[config.mk]
export PLATFORM = sky130hd
export DESIGN_NAME = prf_freelist_top
export DESIGN_NICKNAME = d
export VERILOG_FILES = /design/src/verilog/rename_types_pkg.sv /design/src/verilog/rename_chan_pkg.sv /design/src/verilog/alloc_rsp_buffer.sv /design/src/verilog/common_fifo_ram_1w1r.sv /design/src/verilog/freelist_checkpoint_bank.sv /design/src/verilog/freelist_core.sv /design/src/verilog/prf_freelist_top.sv /design/src/verilog/rename_req_front.sv
export SDC_FILE = /design/constraint.sdc
export NUM_CORES = 1
export LEC_CHECK = 0
export BUFFER_PORTS_ARGS = -buffer_cell sky130_fd_sc_hd__buf_2
export CAP_MARGIN = 5
export CORE_MARGIN = 2
export CORE_UTILIZATION = 58
export CTS_CLUSTER_DIAMETER = 60
export DETAILED_ROUTE_END_ITERATION = 8
export PLACE_DENSITY = 0.74
export SLEW_MARGIN = 20
export SYNTH_ARGS = -nofsm -noshare
export SYNTH_HDL_FRONTEND = slang
export SYNTH_SLANG_ARGS = --single-unit
[constraint.sdc]
create_clock -name clk -period 10 [get_ports clk]
set_input_delay 1.5 -clock clk [delete_from_list [all_inputs] [get_ports clk]]
set_output_delay 1.5 -clock clk [all_outputs]
set_load 0.02 [all_outputs]
[src/verilog/rename_types_pkg.sv]
/* Register, group tag and bank index widths for the renamer free list.
   64 physical registers; the first NUM_ARCH hold architectural state after reset. */
`default_nettype none

package rename_types_pkg;

    localparam int PRF_W      = 6;
    localparam int FGR_W      = 4;
    localparam int BANK_IDX_W = 2;

    // Registers 0 .. NUM_ARCH-1 are never in the free list after reset
    localparam int NUM_ARCH   = 32;

    typedef logic [PRF_W-1:0]      prf_t;
    typedef logic [FGR_W-1:0]      fgr_t;
    typedef logic [BANK_IDX_W-1:0] bank_idx_t;

    typedef enum logic [1:0] {
        GRP_OPEN,
        GRP_COMMIT,
        GRP_ABANDON
    } group_op_t;

endpackage

`default_nettype wire
[src/verilog/rename_chan_pkg.sv]
/* Payload structs of the request, response and group command channels.
   Release carries a bare prf_t and has no struct. */
`default_nettype none

package rename_chan_pkg;

    // spec marks an allocation recorded in the group's checkpoint bank
    typedef struct packed {
        rename_types_pkg::fgr_t fgr;
        logic                   spec;
    } alloc_req_t;

    // Group tag is echoed back with the allocated register
    typedef struct packed {
        rename_types_pkg::prf_t prf;
        rename_types_pkg::fgr_t fgr;
    } alloc_rsp_t;

    typedef struct packed {
        rename_types_pkg::group_op_t op;
        rename_types_pkg::fgr_t      fgr;
    } group_cmd_t;

endpackage

`default_nettype wire

[src/verilog/alloc_rsp_buffer.sv]
/* Output side: two-entry in-order response buffer with registered outputs.
   core_rsp_ready promises room for a response issued by the core this cycle. */
`timescale 1ns/1ns
`default_nettype none

module alloc_rsp_buffer (
    input  logic                        clk,
    input  logic                        rst,
    input  logic                        core_rsp_valid,
    output logic                        core_rsp_ready,
    input  rename_chan_pkg::alloc_rsp_t core_rsp,
    output logic                        rsp_valid,
    input  logic                        rsp_ready,
    output rename_chan_pkg::alloc_rsp_t rsp
);

    import rename_chan_pkg::*;

    logic [1:0] cnt_q;
    logic [2:0] level;
    logic       pop;
    alloc_rsp_t slot1_q;

    assign rsp_valid = (cnt_q != 2'd0);
    assign pop       = rsp_valid && rsp_ready;

    // Entries held after this cycle, counting the one already in flight
    assign level          = 3'(cnt_q) + 3'(core_rsp_valid) - 3'(pop);
    assign core_rsp_ready = (level < 3'd2);

    always_ff @(posedge clk) begin
        if (rst)
            cnt_q <= 2'd0;
        else
            cnt_q <= cnt_q + 2'(core_rsp_valid) - 2'(pop);
    end

    always_ff @(posedge clk) begin
        if (core_rsp_valid && (cnt_q == 2'd0 || (cnt_q == 2'd1 && pop)))
            rsp <= core_rsp;
        else if (pop)
            rsp <= slot1_q;
        if (core_rsp_valid)
            slot1_q <= core_rsp;
    end

    a_no_overrun: assert property (@(posedge clk) disable iff (rst)
        core_rsp_valid |-> (cnt_q != 2'd2) || pop)
        else $error("core issued a response without buffer room");

endmodule

`default_nettype wire

[src/verilog/common_fifo_ram_1w1r.sv]
/* RAM FIFO, one write and one read port; dout shows the head entry.
   Writes when full and reads when empty are ignored. clear empties it like rst. */
`timescale 1ns/1ns
`default_nettype none

module common_fifo_ram_1w1r #(
    parameter int DEPTH_LOG2 = 2,
    parameter int WIDTH      = 8
) (
    input  logic             clk,
    input  logic             rst,
    input  logic             clear,
    input  logic [WIDTH-1:0] din,
    input  logic             wen,
    input  logic             ren,
    output logic [WIDTH-1:0] dout,
    output logic             full,
    output logic             empty
);

    localparam int DEPTH = 1 << DEPTH_LOG2;

    logic [WIDTH-1:0]    mem [DEPTH];
    // Extra pointer bit tells full from empty
    logic [DEPTH_LOG2:0] wr_ptr;
    logic [DEPTH_LOG2:0] rd_ptr;
    logic                do_wr;
    logic                do_rd;

    assign empty = (wr_ptr == rd_ptr);
    assign full  = (wr_ptr[DEPTH_LOG2] != rd_ptr[DEPTH_LOG2]) &&
                   (wr_ptr[DEPTH_LOG2-1:0] == rd_ptr[DEPTH_LOG2-1:0]);

    assign do_wr = wen && !full;
    assign do_rd = ren && !empty;
    assign dout  = mem[rd_ptr[DEPTH_LOG2-1:0]];

    always_ff @(posedge clk) begin
        if (rst || clear) begin
            wr_ptr <= '0;
            rd_ptr <= '0;
        end else begin
            if (do_wr)
                wr_ptr <= wr_ptr + 1'b1;
            if (do_rd)
                rd_ptr <= rd_ptr + 1'b1;
        end
    end

    always_ff @(posedge clk) begin
        if (do_wr)
            mem[wr_ptr[DEPTH_LOG2-1:0]] <= din;
    end

endmodule

`default_nettype wire

[src/verilog/freelist_checkpoint_bank.sv]
/* One checkpoint bank with valid, abandoned and group tag, plus up to four recorded
   registers in allocation order. fifo_clear empties the record list only. */
`timescale 1ns/1ns
`default_nettype none

module freelist_checkpoint_bank (
    input  logic                   clk,
    input  logic                   rst,
    input  logic                   tag_wen,
    input  logic                   tag_valid_in,
    input  logic                   tag_abandoned_in,
    output logic                   tag_valid,
    output logic                   tag_abandoned,
    input  logic                   fgr_wen,
    input  rename_types_pkg::fgr_t fgr_in,
    output rename_types_pkg::fgr_t fgr,
    input  logic                   fifo_clear,
    input  logic                   push,
    input  rename_types_pkg::prf_t push_prf,
    input  logic                   pop,
    output rename_types_pkg::prf_t pop_prf,
    output logic                   full,
    output logic                   empty
);

    import rename_types_pkg::*;

    localparam int BANK_DEPTH_LOG2 = 2;

    // Both flags are written together
    always_ff @(posedge clk) begin
        if (rst) begin
            tag_valid     <= 1'b0;
            tag_abandoned <= 1'b0;
        end else if (tag_wen) begin
            tag_valid     <= tag_valid_in;
            tag_abandoned <= tag_abandoned_in;
        end
    end

    // Group tag loaded when the bank opens
    always_ff @(posedge clk) begin
        if (fgr_wen)
            fgr <= fgr_in;
    end

    common_fifo_ram_1w1r #(
        .DEPTH_LOG2 (BANK_DEPTH_LOG2),
        .WIDTH      ($bits(prf_t))
    ) u_rec_fifo (
        .clk   (clk),
        .rst   (rst),
        .clear (fifo_clear),
        .din   (push_prf),
        .wen   (push),
        .ren   (pop),
        .dout  (pop_prf),
        .full  (full),
        .empty (empty)
    );

    // Core must check room before recording and only drain what exists
    a_bank_flow: assert property (@(posedge clk) disable iff (rst)
        !(push && full) && !(pop && empty))
        else $error("checkpoint bank overflow or underflow");

endmodule

`default_nettype wire

[src/verilog/freelist_core.sv]
/* Free list core with reset fill of registers NUM_ARCH..63, FIFO free list and banks.
   Abandon holds fe_cmd_ready low until its bank has drained back. */
`timescale 1ns/1ns
`default_nettype none

module freelist_core #(
    parameter int NUM_BANKS = 4
) (
    input  logic                        clk,
    input  logic                        rst,
    input  logic                        fe_req_valid,
    output logic                        fe_req_ready,
    input  rename_chan_pkg::alloc_req_t fe_req,
    input  logic                        fe_cmd_valid,
    output logic                        fe_cmd_ready,
    input  rename_chan_pkg::group_cmd_t fe_cmd,
    input  logic                        rel_valid,
    output logic                        rel_ready,
    input  rename_types_pkg::prf_t      rel_prf,
    output logic                        core_rsp_valid,
    input  logic                        core_rsp_ready,
    output rename_chan_pkg::alloc_rsp_t core_rsp
);

    import rename_types_pkg::*;
    import rename_chan_pkg::*;

    typedef enum logic [1:0] {ST_FILL, ST_RUN, ST_DRAIN} state_t;

    state_t               state_q;
    prf_t                 fill_prf_q;
    logic [NUM_BANKS-1:0] drain_sel_q;

    logic fl_wen;
    logic fl_ren;
    logic fl_full;
    logic fl_empty;
    prf_t fl_din;
    prf_t fl_dout;

    logic [NUM_BANKS-1:0] bk_valid, bk_aband, bk_full, bk_empty;
    logic [NUM_BANKS-1:0] bk_push, bk_pop, bk_clear, bk_tag_wen, bk_fgr_wen;
    logic [NUM_BANKS-1:0] open_v, commit_v, aband_v, done_v;
    logic [NUM_BANKS-1:0] cmd_hit, req_hit, open_sel;
    fgr_t                 bk_fgr [NUM_BANKS];
    prf_t                 bk_pop_prf [NUM_BANKS];

    logic req_hit_any;
    logic alloc_fire;
    logic alloc_drop;
    logic abandon_start;
    logic drain_empty;
    logic tag_dup;
    prf_t drain_prf;

    // Tag matching, lowest free bank, drain mux
    always_comb begin
        open_sel  = '0;
        drain_prf = '0;
        tag_dup   = 1'b0;
        for (int i = NUM_BANKS - 1; i >= 0; i--) begin
            cmd_hit[i] = bk_valid[i] && (bk_fgr[i] == fe_cmd.fgr);
            req_hit[i] = bk_valid[i] && !bk_aband[i] && (bk_fgr[i] == fe_req.fgr);
            if (!bk_valid[i]) begin
                open_sel    = '0;
                open_sel[i] = 1'b1;
            end
            if (drain_sel_q[i])
                drain_prf = drain_prf | bk_pop_prf[i];
            for (int j = 0; j < i; j++)
                tag_dup = tag_dup || (bk_valid[i] && bk_valid[j] && bk_fgr[i] == bk_fgr[j]);
        end
    end

    assign req_hit_any = |req_hit;
    assign drain_empty = |(drain_sel_q & bk_empty);

    // A speculative request needs room in its bank unless it is dropped
    assign fe_req_ready = (state_q == ST_RUN) && !fl_empty && core_rsp_ready &&
                          !(fe_req.spec && |(req_hit & bk_full));
    assign alloc_fire   = fe_req_valid && fe_req_ready;
    assign alloc_drop   = fe_req.spec && !req_hit_any;
    assign fl_ren       = alloc_fire && !alloc_drop;

    assign abandon_start = (state_q == ST_RUN) && fe_cmd_valid &&
                           (fe_cmd.op == GRP_ABANDON) && (|cmd_hit);
    assign fe_cmd_ready  = ((state_q == ST_RUN) && !abandon_start) ||
                           ((state_q == ST_DRAIN) && drain_empty);
    assign rel_ready     = (state_q == ST_RUN) && !fl_full;

    // Per-bank controls
    assign open_v   = {NUM_BANKS{fe_cmd_valid && fe_cmd_ready && fe_cmd.op == GRP_OPEN}}
                      & open_sel;
    assign commit_v = {NUM_BANKS{fe_cmd_valid && fe_cmd_ready && fe_cmd.op == GRP_COMMIT}}
                      & cmd_hit;
    assign aband_v  = {NUM_BANKS{abandon_start}} & cmd_hit;
    assign done_v   = {NUM_BANKS{state_q == ST_DRAIN}} & drain_sel_q & bk_empty;

    assign bk_tag_wen = open_v | commit_v | aband_v | done_v;
    assign bk_fgr_wen = open_v;
    assign bk_clear   = open_v | commit_v;
    assign bk_push    = {NUM_BANKS{fl_ren && fe_req.spec}} & req_hit;
    assign bk_pop     = {NUM_BANKS{state_q == ST_DRAIN}} & drain_sel_q & ~bk_empty;

    // Write port serves the fill, then a drain, then releases
    always_comb begin
        case (state_q)
            ST_FILL: begin
                fl_wen = 1'b1;
                fl_din = fill_prf_q;
            end
            ST_DRAIN: begin
                fl_wen = !drain_empty;
                fl_din = drain_prf;
            end
            default: begin
                fl_wen = rel_valid && rel_ready;
                fl_din = rel_prf;
            end
        endcase
    end

    common_fifo_ram_1w1r #(
        .DEPTH_LOG2 (PRF_W),
        .WIDTH      ($bits(prf_t))
    ) u_free_list (
        .clk   (clk),
        .rst   (rst),
        .clear (1'b0),
        .din   (fl_din),
        .wen   (fl_wen),
        .ren   (fl_ren),
        .dout  (fl_dout),
        .full  (fl_full),
        .empty (fl_empty)
    );

    for (genvar g = 0; g < NUM_BANKS; g++) begin : g_bank
        freelist_checkpoint_bank u_bank (
            .clk              (clk),
            .rst              (rst),
            .tag_wen          (bk_tag_wen[g]),
            .tag_valid_in     (open_v[g] || aband_v[g]),
            .tag_abandoned_in (aband_v[g]),
            .tag_valid        (bk_valid[g]),
            .tag_abandoned    (bk_aband[g]),
            .fgr_wen          (bk_fgr_wen[g]),
            .fgr_in           (fe_cmd.fgr),
            .fgr              (bk_fgr[g]),
            .fifo_clear       (bk_clear[g]),
            .push             (bk_push[g]),
            .push_prf         (fl_dout),
            .pop              (bk_pop[g]),
            .pop_prf          (bk_pop_prf[g]),
            .full             (bk_full[g]),
            .empty            (bk_empty[g])
        );
    end

    always_ff @(posedge clk) begin
        if (rst) begin
            state_q        <= ST_FILL;
            fill_prf_q     <= prf_t'(NUM_ARCH);
            drain_sel_q    <= '0;
            core_rsp_valid <= 1'b0;
        end else begin
            core_rsp_valid <= fl_ren;
            case (state_q)
                ST_FILL: begin
                    fill_prf_q <= fill_prf_q + 1'b1;
                    if (&fill_prf_q)
                        state_q <= ST_RUN;
                end
                ST_RUN: begin
                    if (abandon_start) begin
                        state_q     <= ST_DRAIN;
                        drain_sel_q <= cmd_hit;
                    end
                end
                ST_DRAIN: begin
                    if (drain_empty)
                        state_q <= ST_RUN;
                end
                default: state_q <= ST_FILL;
            endcase
        end
    end

    always_ff @(posedge clk) begin
        if (fl_ren)
            core_rsp <= '{prf: fl_dout, fgr: fe_req.fgr};
    end

    a_tag_unique: assert property (@(posedge clk) disable iff (rst) !tag_dup)
        else $error("group tag open on two banks");
    // Upstream sent a speculative request for a group with no open bank
    a_alloc_known_group: assert property (@(posedge clk) disable iff (rst)
        !(alloc_fire && alloc_drop))
        else $error("speculative allocation for an unknown group was dropped");

endmodule

`default_nettype wire

[src/verilog/prf_freelist_top.sv]
/* Free list top: input side, core and response buffer.
   All readies stay low during the 32-cycle reset fill. */
`timescale 1ns/1ns
`default_nettype none

module prf_freelist_top #(
    parameter int NUM_BANKS = 4
) (
    input  logic                        clk,
    input  logic                        rst,
    input  logic                        req_valid,
    output logic                        req_ready,
    input  rename_chan_pkg::alloc_req_t req,
    input  logic                        cmd_valid,
    output logic                        cmd_ready,
    input  rename_chan_pkg::group_cmd_t cmd,
    input  logic                        rel_valid,
    output logic                        rel_ready,
    input  rename_types_pkg::prf_t      rel_prf,
    output logic                        rsp_valid,
    input  logic                        rsp_ready,
    output rename_chan_pkg::alloc_rsp_t rsp
);

    import rename_chan_pkg::*;

    logic       fe_req_valid, fe_req_ready, fe_cmd_valid, fe_cmd_ready;
    logic       core_rsp_valid, core_rsp_ready;
    alloc_req_t fe_req;
    group_cmd_t fe_cmd;
    alloc_rsp_t core_rsp;

    rename_req_front u_front (
        .clk          (clk),
        .rst          (rst),
        .req_valid    (req_valid),
        .req_ready    (req_ready),
        .req          (req),
        .cmd_valid    (cmd_valid),
        .cmd_ready    (cmd_ready),
        .cmd          (cmd),
        .fe_req_valid (fe_req_valid),
        .fe_req_ready (fe_req_ready),
        .fe_req       (fe_req),
        .fe_cmd_valid (fe_cmd_valid),
        .fe_cmd_ready (fe_cmd_ready),
        .fe_cmd       (fe_cmd)
    );

    freelist_core #(
        .NUM_BANKS (NUM_BANKS)
    ) u_core (
        .clk            (clk),
        .rst            (rst),
        .fe_req_valid   (fe_req_valid),
        .fe_req_ready   (fe_req_ready),
        .fe_req         (fe_req),
        .fe_cmd_valid   (fe_cmd_valid),
        .fe_cmd_ready   (fe_cmd_ready),
        .fe_cmd         (fe_cmd),
        .rel_valid      (rel_valid),
        .rel_ready      (rel_ready),
        .rel_prf        (rel_prf),
        .core_rsp_valid (core_rsp_valid),
        .core_rsp_ready (core_rsp_ready),
        .core_rsp       (core_rsp)
    );

    alloc_rsp_buffer u_rsp_buf (
        .clk            (clk),
        .rst            (rst),
        .core_rsp_valid (core_rsp_valid),
        .core_rsp_ready (core_rsp_ready),
        .core_rsp       (core_rsp),
        .rsp_valid      (rsp_valid),
        .rsp_ready      (rsp_ready),
        .rsp            (rsp)
    );

endmodule

`default_nettype wire

[src/verilog/rename_req_front.sv]
/* Input side: two-entry buffer for allocation requests and one command slot.
   A pending command is offered alone; upstream readies come from registers. */
`timescale 1ns/1ns
`default_nettype none

module rename_req_front (
    input  logic                        clk,
    input  logic                        rst,
    input  logic                        req_valid,
    output logic                        req_ready,
    input  rename_chan_pkg::alloc_req_t req,
    input  logic                        cmd_valid,
    output logic                        cmd_ready,
    input  rename_chan_pkg::group_cmd_t cmd,
    output logic                        fe_req_valid,
    input  logic                        fe_req_ready,
    output rename_chan_pkg::alloc_req_t fe_req,
    output logic                        fe_cmd_valid,
    input  logic                        fe_cmd_ready,
    output rename_chan_pkg::group_cmd_t fe_cmd
);

    import rename_chan_pkg::*;

    // Set once the core has finished its reset fill
    logic       up_q;
    logic [1:0] req_cnt_q;
    alloc_req_t slot1_q;
    logic       req_push;
    logic       req_pop;

    assign req_ready    = up_q && (req_cnt_q != 2'd2);
    assign cmd_ready    = up_q && !fe_cmd_valid;
    assign fe_req_valid = (req_cnt_q != 2'd0) && !fe_cmd_valid;

    assign req_push = req_valid && req_ready;
    assign req_pop  = fe_req_valid && fe_req_ready;

    always_ff @(posedge clk) begin
        if (rst) begin
            up_q         <= 1'b0;
            req_cnt_q    <= 2'd0;
            fe_cmd_valid <= 1'b0;
        end else begin
            up_q      <= up_q || fe_cmd_ready;
            req_cnt_q <= req_cnt_q + 2'(req_push) - 2'(req_pop);
            if (cmd_valid && cmd_ready)
                fe_cmd_valid <= 1'b1;
            else if (fe_cmd_ready)
                fe_cmd_valid <= 1'b0;
        end
    end

    // fe_req is the head slot, slot1_q the one behind it
    always_ff @(posedge clk) begin
        if (req_push && (req_cnt_q == 2'd0 || (req_cnt_q == 2'd1 && req_pop)))
            fe_req <= req;
        else if (req_pop)
            fe_req <= slot1_q;
        if (req_push)
            slot1_q <= req;
        if (cmd_valid && cmd_ready)
            fe_cmd <= cmd;
    end

endmodule

`default_nettype wire

==> metrics.md <==
| Metric | Value |
|---|---|
| Crit share post-route | `0.456` |
| Hold crit path type | `flop to flop` |
| Routed Antenna Nets | `0` |
| Most used DFF post-synth | `edfxtp_1` |
| Setup crit end kind | `flop` |
| Register area share after synthesis | `0.710` |
| CP arrival | `slightly above 5 ns` |
| Post-synth EDFFs | `between 500 and 600` |
| Post-DR vias/cell | `approximately 6` |
| # IOs | `37` |
| Slew Limit Fails | `0` |
| DR vias | `12544` |
| RR Endpoint | `u_core.g_bank[0].u_bank.u_rec_fifo.mem[1][3]` |
| Placed cell count | `a little under 2000` |
| Clk sink count | `621` |
| Critical Path Sink | `u_core.u_free_list.rd_ptr[6]` |
| CTS tree | `built` |
| Synth Instances | `between 1000 and 1500` |
| IO buf count | `36` |
| Share of post-route cells with drive strength above 1 | `0.227` |
| RSZ-0062 raised after global routing | `no` |
| Largest net degree at the start of global routing | `74` |
| Req. time, crit path | `approximately 11 ns` |
| Reg2reg path depth | `4` |
| Layout area overhead | `10.8%` |
| HP Start | `u_core.core_rsp[2]` |
| Final setup violation count | `0` |
| Commonest non-fill, non-tap cell in the layout | `edfxtp_1` |
| Post-CTS Setup Bufs | `0` |
| Slowest CP cell | `a21oi_2` |
| Startpoint types | `primary input` |
| LEAKAGE | `approximately 9 nW` |
| Rel. slew slack | `0.282` |
| CP top delay family | `compound AO/OA/AOI/OAI gates` |
| Peak supply drop | `around 0.20 mV` |
| Commonest cells after routing, fill and taps aside | `edfxtp_1 (542), mux4_2 (150), nor2_1 (125)` |
| GRT Total Usage | `0.234` |
| Routability Congestion | `between 0.8 and 0.9` |
| Die Width | `~210 um` |
| Layout Cells excl Fill | `about 2100` |
| Post-Route Skew | `between 0.02 and 0.025 ns` |
| Vias in the first global route | `about 13000` |
| Setup TNS | `0 ns` |
| WL/cell | `about 24 um` |
| Cell area after synthesis | `about 25000 um^2` |
| Crit-path max FO | `17` |
| CTS Buf Count | `61` |
| Post-DP HPWL | `about 32000 um` |
| Max-cap violation count | `0` |
| Drt total wl | `roughly 50000 um` |
| Worst Path Buf+Inv | `3` |
| Post-CTS sizing | `0` |
| Antenna violations before repair | `0` |
| DRC | `0` |
| Core ar. | `between 40000 and 50000 um^2` |
| Post-synth ARST share | `0` |
| Setup slack, reg-to-reg | `5.80 ns` |
| Syn Area/Cell | `between 15 and 20 um^2` |
| Post-synth cell types | `70` |
| DR pass1 iterations | `8` |
| Initial core utilization | `0.585` |
| GRT Residual Overflow | `0` |
| Worst-path clk slew | `0.06 ns` |
| Die H | `roughly 210 um` |
| PwrDens | `~190 nW/um^2` |
| Minimum clock period after layout | `about 4.6 ns` |
| Worst path cell trace | `buf_2, and2_1, ha_1, inv_1, ha_1, inv_1, fa_1, xor2_1, nor4_1, o31a_1, o41ai_2, a21oi_2, and3_1, mux2_1` |
| Critical Path Start | `rsp_ready` |
| Syn nets | `1453` |
| Row count | `76` |
| Clk_lat worst skew | `0.62 ns` |
| Max frequency | `between 200 and 250 MHz` |
| Clock Tree Buf Depth | `3` |
| Antenna diodes | `0` |
| Setup CP Type | `primary input to flop` |
| Post-CTS Hold Buffers | `0` |
| CTS root buf | `clkbuf_16` |
| Iteration-0 DRC Markers | `1168` |
| Worst path max stage delay | `approximately 0.77 ns` |
| #FFs+latches synth | `621` |
| Synth Warn # | `0` |
| Final hold violations | `0` |
| First-pass GRT wire length | `just under 80000 um` |
| Die Area | `45100 um^2` |
| H-tree depth | `2` |
| WP depth | `14` |
| Outcome | `complete, no violations` |
| Fin nets | `approximately 1500` |
| Worst slew pin tran | `roughly 1.1 ns` |
==> worst min-delay path by stage <==
stage	endpoint	slack, ns	cells past startpoint
after detailed placement	u_rsp_buf.slot1_q[2]	0.43	0
after floorplan	u_rsp_buf.slot1_q[0]	0.42	0
after global routing	u_rsp_buf.slot1_q[0]	0.47	0
after CTS	u_rsp_buf.slot1_q[4]	0.45	0
after global placement	u_rsp_buf.slot1_q[7]	0.43	0
final	u_rsp_buf.slot1_q[2]	0.45	0
==> power breakdown <==
part	leakage (nW)	switching, W	internal, W
Sequential	5.57	0.00000772	0.00283
Combinational	2.24	0.0000899	0.0000301
Clock	0.939	0.000956	0.00125
==> worst register-to-register path, stage by stage, from the launching register on <==
cell	delay (ns)
dfxtp_4	0.99
buf_4	0.90
mux4_2	0.73
mux4_2	0.50
mux4_2	0.73
==> metrics by stage <==
step | util | setup slack (ns) | hold slack [ns] | cell area (um^2) | total power (W)
finish | 0.649 | 5.44 | 0.448 | 27900 | 0.00517
global route | 0.649 | 5.23 | 0.467 | 27900 | 0.00531
floorplan | - | 5.54 | 0.420 | 25200 | 0.00296
CTS | 0.649 | 5.47 | 0.450 | 27900 | 0.00520
global placement | 0.604 | 4.95 | 0.434 | 26000 | 0.00301
detailed placement | 0.604 | 4.84 | 0.434 | 26000 | 0.00302
==> sequential cells by signal, summed over array words and instances, names as in the netlist, 10 cells and up, named ones only <==
signal / count
u_core.g_bank.u_bank.u_rec_fifo.wr_ptr: 12
u_rsp_buf.slot1_q: 10
u_core.u_free_list.mem: 384
u_rsp_buf.rsp: 10
u_core.g_bank.u_bank.fgr: 16
u_core.g_bank.u_bank.u_rec_fifo.rd_ptr: 12
u_core.g_bank.u_bank.u_rec_fifo.mem: 96
u_core.core_rsp: 10
==> synthesized netlist by cell type (4+ instances only) <==
cell      number  area [um^2]
nor2_2        10         62.6
ha_1          26          325
nor2_1       125          469
clkbuf_1      34          128
buf_2         15         75.1
a21oi_1       20          100
nor4_1         7         43.8
xor2_1        39          342
mux2_2        17          191
nand4_1       10         62.6
mux4_2       150         3380
or3_1          5         31.3
nand2b_1      12         75.1
buf_1         11         41.3
nand3_1       19         95.1
xnor2_1       35          307
nor3b_1        4         30.0
and3_1         4         25.0
inv_1         36          135
nor3_1         8         40.0
a22oi_1       12         90.1
and2_1        21          131
nor2b_1        9         56.3
edfxtp_1     542        16300
nor4_2         5         62.6
mux2i_1        7         70.1
o21ai_0       24          120
nand2_1       43          161
dfxtp_1       79         1580
==> cell families after synthesis <==
family,count (synthesis),share of synthesized area
multiplexers,175,0.145
buffers and inverters,102,0.0172
AND/OR/NAND/NOR,305,0.0612
AO/OA/AOI/OAI,99,0.0274
flip-flops,621,0.710
XOR/XNOR,74,0.0258
adder cells (fa/ha/maj),27,0.0137
==> area by class of cell <==
type,count,area [um^2]
clock inverter,35,314
clock buffer,79,1620
multi-input combinational,680,6940
fill,2924,15100
tap,585,732
sequential,621,17900
timing repair buffer,49,278
inverter,36,135
==> layer usage <==
layer  wire length [um]  track usage  up-vias
met2              26300        0.409      363
met3               2640       0.0366       82
met5                  0            0        -
li1                   -            -     5600
met4               1400       0.0772        0
met1              20300        0.303     6499
Power figures use the tool's default switching activity.
